**src/hdl/idu_pkg.sv**
```systemverilog
package idu_pkg;

    localparam int XLEN        = 32;  // one word
    localparam int REG_ADDR_W  = 5;
    localparam int INST_W      = 32;
    localparam int LINK_OFFSET = 4;

    typedef enum logic [6:0] {
        OP_LOAD   = 7'b0000011,
        OP_IMM    = 7'b0010011,
        OP_AUIPC  = 7'b0010111,
        OP_LUI    = 7'b0110111,
        OP_STORE  = 7'b0100011,
        OP_REG    = 7'b0110011,
        OP_BRANCH = 7'b1100011,
        OP_JALR   = 7'b1100111,
        OP_JAL    = 7'b1101111
    } opcode_e;

    typedef enum logic [3:0] {
        ALU_NOP, ADD, SUB, SLL, SLT, SLTU, XOR, SRL,
        SRA, OR, AND, AUIPC, LUI, JAL, JALR
    } alu_op_e;

    // msb marks a store
    typedef enum logic [3:0] {
        LS_NOP = 4'h0,
        LB     = 4'h1,
        LH     = 4'h2,
        LW     = 4'h3,
        LBU    = 4'h4,
        LHU    = 4'h5,
        SB     = 4'h9,
        SH     = 4'ha,
        SW     = 4'hb
    } ls_type_e;

    typedef enum logic [2:0] {
        BEQ  = 3'b000,
        BNE  = 3'b001,
        BLT  = 3'b100,
        BGE  = 3'b101,
        BLTU = 3'b110,
        BGEU = 3'b111
    } branch_f3_e;

    // alu funct3, same for OP_IMM and OP_REG
    localparam logic [2:0] F3_ADD_SUB = 3'b000;
    localparam logic [2:0] F3_SLL     = 3'b001;
    localparam logic [2:0] F3_SLT     = 3'b010;
    localparam logic [2:0] F3_SLTU    = 3'b011;
    localparam logic [2:0] F3_XOR     = 3'b100;
    localparam logic [2:0] F3_SR      = 3'b101;
    localparam logic [2:0] F3_OR      = 3'b110;
    localparam logic [2:0] F3_AND     = 3'b111;

    localparam logic [2:0] F3_LB  = 3'b000;
    localparam logic [2:0] F3_LH  = 3'b001;
    localparam logic [2:0] F3_LW  = 3'b010;
    localparam logic [2:0] F3_LBU = 3'b100;
    localparam logic [2:0] F3_LHU = 3'b101;
    localparam logic [2:0] F3_SB  = 3'b000;
    localparam logic [2:0] F3_SH  = 3'b001;
    localparam logic [2:0] F3_SW  = 3'b010;

endpackage

```
**src/hdl/inst_decoder.sv**
```systemverilog
`timescale 1ns/1ns

module inst_decoder import idu_pkg::*; (
    input  logic [INST_W-1:0]     inst_i,
    output logic                  rs1_re_o,
    output logic                  rs2_re_o,
    output logic [REG_ADDR_W-1:0] rs1_addr_o,
    output logic [REG_ADDR_W-1:0] rs2_addr_o,
    output logic [XLEN-1:0]       imm_o,
    output logic                  reg_we_o,
    output logic [REG_ADDR_W-1:0] rd_o,
    output alu_op_e               alu_op_o,
    output logic                  ls_valid_o,
    output ls_type_e              ls_type_o,
    output logic [XLEN-1:0]       mem_offset_o,
    output logic                  is_branch_o,
    output logic                  is_jal_o,
    output logic                  is_jalr_o,
    output logic [2:0]            funct3_o
);

    opcode_e         opcode;
    logic [2:0]      funct3;
    logic [XLEN-1:0] imm_i_type;
    logic [XLEN-1:0] imm_s_type;
    logic [XLEN-1:0] imm_u_type;
    logic [XLEN-1:0] imm_b_type;
    logic [XLEN-1:0] imm_j_type;

    // alt is inst[30], picks sub or sra
    function automatic alu_op_e alu_sel(input logic [2:0] f3, input logic alt);
        alu_op_e op;
        case (f3)
            F3_ADD_SUB: op = alt ? SUB : ADD;
            F3_SLL:     op = SLL;
            F3_SLT:     op = SLT;
            F3_SLTU:    op = SLTU;
            F3_XOR:     op = XOR;
            F3_SR:      op = alt ? SRA : SRL;
            F3_OR:      op = OR;
            F3_AND:     op = AND;
            default:    op = ALU_NOP;
        endcase
        return op;
    endfunction

    assign opcode     = opcode_e'(inst_i[6:0]);
    assign funct3     = inst_i[14:12];
    assign rs1_addr_o = inst_i[19:15];
    assign rs2_addr_o = inst_i[24:20];
    assign rd_o       = inst_i[11:7];
    assign funct3_o   = funct3;

    assign imm_i_type = {{20{inst_i[31]}}, inst_i[31:20]};
    assign imm_s_type = {{20{inst_i[31]}}, inst_i[31:25], inst_i[11:7]};
    assign imm_u_type = {inst_i[31:12], 12'b0};
    assign imm_b_type = {{20{inst_i[31]}}, inst_i[7], inst_i[30:25], inst_i[11:8], 1'b0};
    assign imm_j_type = {{12{inst_i[31]}}, inst_i[19:12], inst_i[20], inst_i[30:21], 1'b0};

    assign mem_offset_o = ls_type_o[$bits(ls_type_e)-1] ? imm_s_type : imm_i_type;

    always_comb begin
        rs1_re_o    = 1'b0;
        rs2_re_o    = 1'b0;
        reg_we_o    = 1'b0;
        alu_op_o    = ALU_NOP;
        ls_valid_o  = 1'b0;
        ls_type_o   = LS_NOP;
        imm_o       = '0;
        is_branch_o = 1'b0;
        is_jal_o    = 1'b0;
        is_jalr_o   = 1'b0;
        case (opcode)
            OP_LOAD: begin
                case (funct3)
                    F3_LB:   ls_type_o = LB;
                    F3_LH:   ls_type_o = LH;
                    F3_LW:   ls_type_o = LW;
                    F3_LBU:  ls_type_o = LBU;
                    F3_LHU:  ls_type_o = LHU;
                    default: ls_type_o = LS_NOP;
                endcase
                ls_valid_o = (ls_type_o != LS_NOP);
                rs1_re_o   = ls_valid_o;
                reg_we_o   = ls_valid_o;
                imm_o      = imm_i_type;
            end
            OP_IMM: begin
                rs1_re_o = 1'b1;
                reg_we_o = 1'b1;
                imm_o    = imm_i_type;
                alu_op_o = alu_sel(funct3, inst_i[30] && (funct3 == F3_SR));  // addi has no sub
            end
            OP_AUIPC: begin
                reg_we_o = 1'b1;
                imm_o    = imm_u_type;
                alu_op_o = AUIPC;
            end
            OP_LUI: begin
                reg_we_o = 1'b1;
                imm_o    = imm_u_type;
                alu_op_o = LUI;
            end
            OP_STORE: begin
                case (funct3)
                    F3_SB:   ls_type_o = SB;
                    F3_SH:   ls_type_o = SH;
                    F3_SW:   ls_type_o = SW;
                    default: ls_type_o = LS_NOP;
                endcase
                ls_valid_o = (ls_type_o != LS_NOP);
                rs1_re_o   = ls_valid_o;
                rs2_re_o   = ls_valid_o;
                imm_o      = imm_s_type;
            end
            OP_REG: begin
                rs1_re_o = 1'b1;
                rs2_re_o = 1'b1;
                reg_we_o = 1'b1;
                alu_op_o = alu_sel(funct3, inst_i[30]);
            end
            OP_BRANCH: begin
                if (funct3 inside {BEQ, BNE, BLT, BGE, BLTU, BGEU}) begin
                    rs1_re_o    = 1'b1;
                    rs2_re_o    = 1'b1;
                    imm_o       = imm_b_type;
                    is_branch_o = 1'b1;
                end
            end
            OP_JALR: begin
                rs1_re_o  = 1'b1;
                reg_we_o  = 1'b1;
                imm_o     = imm_i_type;
                alu_op_o  = JALR;
                is_jalr_o = 1'b1;
            end
            OP_JAL: begin
                reg_we_o = 1'b1;
                imm_o    = imm_j_type;
                alu_op_o = JAL;
                is_jal_o = 1'b1;
            end
            default: ;
        endcase
    end

endmodule

```
**src/hdl/hazard_unit.sv**
```systemverilog
`timescale 1ns/1ns

module hazard_unit import idu_pkg::*; (
    input  logic                  rst_n,
    input  logic                  rs1_re_i,
    input  logic                  rs2_re_i,
    input  logic [REG_ADDR_W-1:0] rs1_addr_i,
    input  logic [REG_ADDR_W-1:0] rs2_addr_i,
    input  logic [XLEN-1:0]       imm_i,
    input  logic [XLEN-1:0]       reg1_rdata_i,
    input  logic [XLEN-1:0]       reg2_rdata_i,
    input  logic                  exu_reg_we_i,
    input  logic [REG_ADDR_W-1:0] exu_reg_waddr_i,
    input  logic [XLEN-1:0]       exu_reg_wdata_i,
    input  logic                  lsu_reg_we_i,
    input  logic [REG_ADDR_W-1:0] lsu_reg_waddr_i,
    input  logic [XLEN-1:0]       lsu_reg_wdata_i,
    input  logic                  prev_is_load_i,
    output logic [XLEN-1:0]       op1_o,
    output logic [XLEN-1:0]       op2_o,
    output logic                  stall_o
);

    logic rs1_hit;
    logic rs2_hit;

    // ex beats lsu beats regfile, imm when the port is idle
    function automatic logic [XLEN-1:0] pick_operand(
        input logic                  re,
        input logic [REG_ADDR_W-1:0] addr,
        input logic [XLEN-1:0]       rf_data
    );
        logic [XLEN-1:0] op;
        if (!re) begin
            op = imm_i;
        end else if (addr == '0) begin
            op = '0;  // x0
        end else if (exu_reg_we_i && (exu_reg_waddr_i == addr)) begin
            op = exu_reg_wdata_i;
        end else if (lsu_reg_we_i && (lsu_reg_waddr_i == addr)) begin
            op = lsu_reg_wdata_i;
        end else begin
            op = rf_data;
        end
        return op;
    endfunction

    always_comb begin
        op1_o = pick_operand(rs1_re_i, rs1_addr_i, reg1_rdata_i);
        op2_o = pick_operand(rs2_re_i, rs2_addr_i, reg2_rdata_i);
    end

    // load data only exists after lsu, so wait one cycle
    assign rs1_hit = rs1_re_i && (rs1_addr_i == exu_reg_waddr_i) && (rs1_addr_i != '0);
    assign rs2_hit = rs2_re_i && (rs2_addr_i == exu_reg_waddr_i) && (rs2_addr_i != '0);
    assign stall_o = prev_is_load_i && (rs1_hit || rs2_hit);

    // a load in EX always brings its register write along
    always_comb begin
        if (rst_n && prev_is_load_i) begin
            assert (exu_reg_we_i) else $error("load in EX without pending register write");
        end
    end

endmodule

```
**src/hdl/branch_unit.sv**
```systemverilog
`timescale 1ns/1ns

module branch_unit import idu_pkg::*; (
    input  logic [XLEN-1:0] pc_i,
    input  logic [XLEN-1:0] op1_i,
    input  logic [XLEN-1:0] op2_i,
    input  logic [XLEN-1:0] imm_i,
    input  logic            is_branch_i,
    input  logic            is_jal_i,
    input  logic            is_jalr_i,
    input  logic [2:0]      funct3_i,
    input  logic            stall_i,
    output logic            jump_flag_o,
    output logic [XLEN-1:0] jump_addr_o,
    output logic [XLEN-1:0] link_addr_o
);

    logic taken;

    always_comb begin
        case (branch_f3_e'(funct3_i))
            BEQ:     taken = (op1_i == op2_i);
            BNE:     taken = (op1_i != op2_i);
            BLT:     taken = ($signed(op1_i) < $signed(op2_i));
            BGE:     taken = ($signed(op1_i) >= $signed(op2_i));
            BLTU:    taken = (op1_i < op2_i);
            BGEU:    taken = (op1_i >= op2_i);
            default: taken = 1'b0;
        endcase
    end

    // operands are stale while stalled
    assign jump_flag_o = !stall_i && (is_jal_i || is_jalr_i || (is_branch_i && taken));

    assign jump_addr_o = is_jalr_i ? (op1_i + imm_i) : (pc_i + imm_i);
    assign link_addr_o = pc_i + XLEN'(LINK_OFFSET);

endmodule

```
**src/hdl/id_ex_reg.sv**
```systemverilog
`timescale 1ns/1ns

module id_ex_reg import idu_pkg::*; (
    input  logic                  clk,
    input  logic                  rst_n,
    input  logic                  stall_i,
    input  logic [XLEN-1:0]       pc_i,
    input  logic [XLEN-1:0]       op1_i,
    input  logic [XLEN-1:0]       op2_i,
    input  logic                  reg_we_i,
    input  logic [REG_ADDR_W-1:0] rd_i,
    input  alu_op_e               alu_op_i,
    input  logic                  ls_valid_i,
    input  ls_type_e              ls_type_i,
    input  logic [XLEN-1:0]       mem_offset_i,
    input  logic [XLEN-1:0]       link_addr_i,
    output logic                  ex_valid_o,
    output logic [XLEN-1:0]       ex_pc_o,
    output logic [XLEN-1:0]       ex_op1_o,
    output logic [XLEN-1:0]       ex_op2_o,
    output logic                  ex_reg_we_o,
    output logic [REG_ADDR_W-1:0] ex_reg_waddr_o,
    output alu_op_e               ex_alu_op_o,
    output logic                  ex_ls_valid_o,
    output ls_type_e              ex_ls_type_o,
    output logic [XLEN-1:0]       ex_mem_offset_o,
    output logic [XLEN-1:0]       ex_link_addr_o
);

    always_ff @(posedge clk) begin
        if (!rst_n || stall_i) begin  // bubble on stall
            ex_valid_o    <= 1'b0;
            ex_reg_we_o   <= 1'b0;
            ex_ls_valid_o <= 1'b0;
            ex_alu_op_o   <= ALU_NOP;
            ex_ls_type_o  <= LS_NOP;
        end else begin
            ex_valid_o    <= 1'b1;
            ex_reg_we_o   <= reg_we_i;
            ex_ls_valid_o <= ls_valid_i;
            ex_alu_op_o   <= alu_op_i;
            ex_ls_type_o  <= ls_type_i;
        end
    end

    always_ff @(posedge clk) begin
        ex_pc_o         <= pc_i;
        ex_op1_o        <= op1_i;
        ex_op2_o        <= op2_i;
        ex_reg_waddr_o  <= rd_i;
        ex_mem_offset_o <= mem_offset_i;
        ex_link_addr_o  <= link_addr_i;
    end

    assert property (@(posedge clk) disable iff (!rst_n)
        !ex_valid_o |-> (!ex_reg_we_o && !ex_ls_valid_o))
        else $error("bubble carries a register write or memory access");

    // memory ops never use the alu in this decode
    assert property (@(posedge clk) disable iff (!rst_n)
        ex_ls_valid_o |-> (ex_alu_op_o == ALU_NOP))
        else $error("memory access paired with alu op %0d", ex_alu_op_o);

endmodule

```
**src/hdl/idu.sv**
```systemverilog
`timescale 1ns/1ns

module idu import idu_pkg::*; (
    input  logic                  clk,
    input  logic                  rst_n,
    input  logic [INST_W-1:0]     inst_i,
    input  logic [XLEN-1:0]       pc_i,
    output logic                  reg1_re_o,
    output logic [REG_ADDR_W-1:0] reg1_raddr_o,
    output logic                  reg2_re_o,
    output logic [REG_ADDR_W-1:0] reg2_raddr_o,
    input  logic [XLEN-1:0]       reg1_rdata_i,
    input  logic [XLEN-1:0]       reg2_rdata_i,
    input  logic                  exu_reg_we_i,
    input  logic [REG_ADDR_W-1:0] exu_reg_waddr_i,
    input  logic [XLEN-1:0]       exu_reg_wdata_i,
    input  logic                  lsu_reg_we_i,
    input  logic [REG_ADDR_W-1:0] lsu_reg_waddr_i,
    input  logic [XLEN-1:0]       lsu_reg_wdata_i,
    input  logic                  prev_is_load_i,
    output logic                  stall_req_o,
    output logic                  jump_flag_o,
    output logic [XLEN-1:0]       jump_addr_o,
    output logic                  ex_valid_o,
    output logic [XLEN-1:0]       ex_pc_o,
    output logic [XLEN-1:0]       ex_op1_o,
    output logic [XLEN-1:0]       ex_op2_o,
    output logic                  ex_reg_we_o,
    output logic [REG_ADDR_W-1:0] ex_reg_waddr_o,
    output alu_op_e               ex_alu_op_o,
    output logic                  ex_ls_valid_o,
    output ls_type_e              ex_ls_type_o,
    output logic [XLEN-1:0]       ex_mem_offset_o,
    output logic [XLEN-1:0]       ex_link_addr_o
);

    logic [XLEN-1:0]       imm;
    logic                  reg_we;
    logic [REG_ADDR_W-1:0] rd;
    alu_op_e               alu_op;
    logic                  ls_valid;
    ls_type_e              ls_type;
    logic [XLEN-1:0]       mem_offset;
    logic                  is_branch;
    logic                  is_jal;
    logic                  is_jalr;
    logic [2:0]            funct3;
    logic [XLEN-1:0]       op1;
    logic [XLEN-1:0]       op2;
    logic [XLEN-1:0]       link_addr;

    inst_decoder u_dec (
        .inst_i       (inst_i),
        .rs1_re_o     (reg1_re_o),    .rs2_re_o     (reg2_re_o),
        .rs1_addr_o   (reg1_raddr_o), .rs2_addr_o   (reg2_raddr_o),
        .imm_o        (imm),          .reg_we_o     (reg_we),
        .rd_o         (rd),           .alu_op_o     (alu_op),
        .ls_valid_o   (ls_valid),     .ls_type_o    (ls_type),
        .mem_offset_o (mem_offset),   .is_branch_o  (is_branch),
        .is_jal_o     (is_jal),       .is_jalr_o    (is_jalr),
        .funct3_o     (funct3)
    );

    hazard_unit u_haz (
        .rst_n           (rst_n),
        .rs1_re_i        (reg1_re_o),       .rs2_re_i        (reg2_re_o),
        .rs1_addr_i      (reg1_raddr_o),    .rs2_addr_i      (reg2_raddr_o),
        .imm_i           (imm),
        .reg1_rdata_i    (reg1_rdata_i),    .reg2_rdata_i    (reg2_rdata_i),
        .exu_reg_we_i    (exu_reg_we_i),    .exu_reg_waddr_i (exu_reg_waddr_i),
        .exu_reg_wdata_i (exu_reg_wdata_i),
        .lsu_reg_we_i    (lsu_reg_we_i),    .lsu_reg_waddr_i (lsu_reg_waddr_i),
        .lsu_reg_wdata_i (lsu_reg_wdata_i),
        .prev_is_load_i  (prev_is_load_i),
        .op1_o           (op1),             .op2_o           (op2),
        .stall_o         (stall_req_o)
    );

    branch_unit u_br (
        .pc_i        (pc_i),        .op1_i       (op1),
        .op2_i       (op2),         .imm_i       (imm),
        .is_branch_i (is_branch),   .is_jal_i    (is_jal),
        .is_jalr_i   (is_jalr),     .funct3_i    (funct3),
        .stall_i     (stall_req_o),
        .jump_flag_o (jump_flag_o), .jump_addr_o (jump_addr_o),
        .link_addr_o (link_addr)
    );

    id_ex_reg u_idex (
        .clk             (clk),             .rst_n           (rst_n),
        .stall_i         (stall_req_o),     .pc_i            (pc_i),
        .op1_i           (op1),             .op2_i           (op2),
        .reg_we_i        (reg_we),          .rd_i            (rd),
        .alu_op_i        (alu_op),          .ls_valid_i      (ls_valid),
        .ls_type_i       (ls_type),         .mem_offset_i    (mem_offset),
        .link_addr_i     (link_addr),       .ex_valid_o      (ex_valid_o),
        .ex_pc_o         (ex_pc_o),         .ex_op1_o        (ex_op1_o),
        .ex_op2_o        (ex_op2_o),        .ex_reg_we_o     (ex_reg_we_o),
        .ex_reg_waddr_o  (ex_reg_waddr_o),  .ex_alu_op_o     (ex_alu_op_o),
        .ex_ls_valid_o   (ex_ls_valid_o),   .ex_ls_type_o    (ex_ls_type_o),
        .ex_mem_offset_o (ex_mem_offset_o), .ex_link_addr_o  (ex_link_addr_o)
    );

    // a stalled instruction must not redirect fetch
    assert property (@(posedge clk) disable iff (!rst_n) !(stall_req_o && jump_flag_o))
        else $error("jump raised during load-use stall");

endmodule

```
**config.mk**
```make
export PLATFORM = sky130hd
export DESIGN_NAME = idu
export DESIGN_NICKNAME = d
export VERILOG_FILES = /design/src/hdl/idu_pkg.sv /design/src/hdl/inst_decoder.sv /design/src/hdl/hazard_unit.sv /design/src/hdl/branch_unit.sv /design/src/hdl/id_ex_reg.sv /design/src/hdl/idu.sv
export SDC_FILE = /design/constraint.sdc
export NUM_CORES = 1
export LEC_CHECK = 0
export ABC_AREA = 1
export BUFFER_PORTS_ARGS = -buffer_cell sky130_fd_sc_hd__buf_2
export CAP_MARGIN = 20
export CORE_MARGIN = 8
export CORE_UTILIZATION = 37
export CTS_CLUSTER_DIAMETER = 150
export DETAILED_ROUTE_END_ITERATION = 8
export PLACE_DENSITY_LB_ADDON = 0.08
export SETUP_SLACK_MARGIN = 0.4
export SYNTH_ARGS = -nofsm -noshare
export SYNTH_HDL_FRONTEND = slang
export SYNTH_SLANG_ARGS = --single-unit
```
**constraint.sdc**
```tcl
create_clock -name clk -period 10.4 [get_ports clk]
set_input_delay 1.04 -clock clk [delete_from_list [all_inputs] [get_ports clk]]
set_output_delay 1.04 -clock clk [all_outputs]
set_load 0.005 [all_outputs]
```
==> flow_summary_export.csv <==
group,metric,value,unit
finish,syn_to_final_growth,26.5,%
timing,finalHoldViolCount,0,
setup_path,start_kind,"primary input",
logic_synthesis,synth_area,11000,µm²
route,routed_via_density,5.14,
clock_tree,postCtsSetupBuffers,0,
global_routing,grt_overflow,0,
flow_run,timing.max_cap.violations,0,
clock_tree,cts.sinks,154,
route,finalWirelength,51.8,mm
placed_design,hpwl,43.3,mm
floorplanning,die-area,35400,µm²
global_routing,antenna_found_initial,14,
clock_tree,ctsRootBufferMaster,"clkbuf_16",
global_routing,grt_pass1_wl,77.6,mm
timing,slew_headroom,37.2,%
finish,final_nets,2327,
status,status,"finished clean",
logic_synthesis,synthSimpleGateAreaFrac,34.3,%
setup_path,required,9360,ps
logic_synthesis,avgSynthCellArea,6.50,µm²
timing,post-route-period-util,70.4,%
global_routing,grt_max_degree,46,
placed_design,globalplace.congestion,0.969,
logic_synthesis,synth_xor_area_share,3.75,%
logic_synthesis,synth_compound_area_share,14.8,%
route,drt-wirelength-per-cell,20.9,µm
clock_tree,htree_levels,4,
floorplanning,io_pins,429,
logic_synthesis,ys_seq_elements,154,
logic_synthesis,synth_enable_flop_cells,0,
placed_design,port_buffers,428,
route,drtAntennaViolNets,0,
logic_synthesis,synthMuxAreaShare,0.0913,%
logic_synthesis,synth_warnings,0,
timing,fin_setup_tns,0,ps
timing,drv_slew,0,
logic_synthesis,yosysUniqueCellTypes,59,
clock_tree,cts_resized,0,
logic_synthesis,syn_nets,1947,
setup_path,path_cells,"buf_2 > nand2_2 > nor3_4 > nand3_2 > inv_1 > nor3_2 > buf_4 > inv_1 > nand2_1 > inv_1 > buf_16 > a22oi_1 > ha_1 > nand4_1 > or3_1 > nor4_1 > nand4_1 > a21oi_1 > o21ai_0 > a21oi_1 > nand3_1 > nand2_1 > a21oi_1 > buf_2",
global_routing,gr-usage-all-layers,28.5,%
setup_path,critPathSlowestCell,"nor4_1",
timing,setup_viol,0,
timing,tightest_slew,941,ps
logic_synthesis,synth_cells,1688,
floorplanning,dieWidth,188,µm
setup_path,cp-end-kind,"output pin",
logic_synthesis,ys.flop_type,"dfxtp_1",
timing,max_freq,137,MHz
clock_tree,ctsHoldBuffers,0,
finish,num-fill-cells,3196,
logic_synthesis,synthArstFlopShare,0,%
logic_synthesis,yosysTopAreaCellShare,28.1,%
timing,fin_crit,7330,ps
floorplanning,core,29400,µm²
floorplanning,fp.dieH,188,µm
power_and_ir_drop,power,1.62,mW
finish,layout-drive-gt1-share,27.5,%
route,drt_iter0_markers,865,
route,drc_errors,0,
clock_tree,numCtsBuffers,17,
logic_synthesis,synth_top_cell_by_area,"dfxtp_1",
logic_synthesis,synth.area.top_cells,"dfxtp_1 28%, nand2_1 16%, inv_1 8.3%",
setup_path,worstPathArrival,6290,ps
clock_tree,clk_pin_slew,70,ps
clock_tree,cts_buffer_depth,2,
floorplanning,rows,63,
logic_synthesis,synth_top_family_by_area,"simple AND/OR/NAND/NOR gates",
timing,rsz0062_at_grt,"no",
setup_path,worst_path_largest_cell_delay,510,ps
hold_path,hp-class,"primary input to flop",
power_and_ir_drop,peakVddDrop,0.0973,mV
global_routing,first_global_vias,12900,
clock_tree,cts_tree,"built",
floorplanning,initial_utilization,37.3,%
logic_synthesis,synth-seq-area-share,28.1,%
power_and_ir_drop,p_leak,8.14,nW
route,num_vias,12800,
setup_path,critPathKind,"primary input to output pin",
route,dr.pass1.iters,5,
logic_synthesis,yosys.area_share.adder,5.93,%
setup_path,cp_max_fo,25,
power_and_ir_drop,power_density,117,nW/µm²
synthesized netlist by cell type (all sizes together) (2+ instances only):
cell	count
o21a	10
o211ai	17
a221o	2
dfxtp	154
clkbuf	26
and2	3
o21bai	4
o22ai	20
a211oi	2
clkinv	3
ha	52
o221ai	3
or2	2
buf	47
a31oi	6
nand2	500
xor2	42
nor3	23
nand3	150
o21ai	76
a21boi	2
xnor2	5
nor2	116
a221oi	3
inv	263
nand3b	5
nor4	4
nand4	19
a22oi	34
a21oi	86
per-layer routing:
metal | part of all wire, % | global-route usage, %
met5 | 0.079 | 0
met4 | 4.1 | 14.0
met3 | 8.2 | 7.23
met2 | 46 | 46.2
met1 | 42 | 34.6
cell usage in the layout, fill, tap and decap left out, types with 18 or more instances in the layout:
master and n:
ha_1 52, dfxtp_1 154, nor2_1 89, nand3_1 134, nand2_2 24, inv_1 243, nor2_2 20, a21oi_1 84
o22ai_1 20, nand4_1 18, inv_2 18, xor2_1 42, buf_2 428, a22oi_1 34, o21ai_0 64, nand2_1 474
registers in the layout (all words and copies together), names as in the netlist:
name                    flops
u_idex.ex_op1_o            32
u_idex.ex_op2_o            32
u_idex.ex_link_addr_o      30
u_idex.ex_mem_offset_o     12
u_idex.ex_valid_o           1
u_idex.ex_ls_type_o         4
u_idex.ex_reg_waddr_o       5
u_idex.ex_pc_o             32
u_idex.ex_ls_valid_o        1
u_idex.ex_alu_op_o          4
u_idex.ex_reg_we_o          1
metrics by stage:
stage	std cells	hold WS, ps	setup WS (ps)	area, µm²	util, %
2_1_floorplan	1688	1070	5060	11000	-
3_3_place_gp	2438	1160	3020	13200	45.0
3_5_place_dp	2438	1160	2740	13200	45.0
4_1_cts	2470	688	2740	13800	47.0
5_1_grt	2481	693	2660	13900	47.2
6_report	2481	708	3070	13900	47.2
cells by family after synthesis:
group / Yosys count
simple gates: 825
flops: 154
mux: 1
compound gates: 270
buf+inv: 339
xor+xnor: 47
fa+ha+maj: 52
report_power, final:
part	switching (mW)	internal (mW)	total (mW)
sequential	0.00698	0.615	0.622
combinational	0.217	0.126	0.343
clock	0.330	0.324	0.654
total	0.554	1.06	1.62
area by class of cell:
class	instances	area (µm²)	area share, %
multi-input combinational	1195	6470	46.6
clock inverter	15	171	1.24
inverter	266	1000	7.23
sequential	154	3080	22.2
clock buffer	17	425	3.07
antenna	10	25.0	0.180
timing repair buffer	434	2210	15.9
tap	390	488	3.52
critical path, delay by kind of cell:
kind | cells | cell delay (ps)
buffers and inverters | 7 | 1740
AO/OA/AOI/OAI | 5 | 580
adder cells (fa/ha/maj) | 1 | 440
AND/OR/NAND/NOR | 11 | 2480
path summary, 6_finish.rpt:
path | from | to | slack [ps] | depth (start not counted)
max | inst_i[1] | jump_flag_o | 3070 | 24
min | pc_i[8] | u_idex.ex_pc_o[8] | 710 | 1
(Power assumes the default switching activity.)
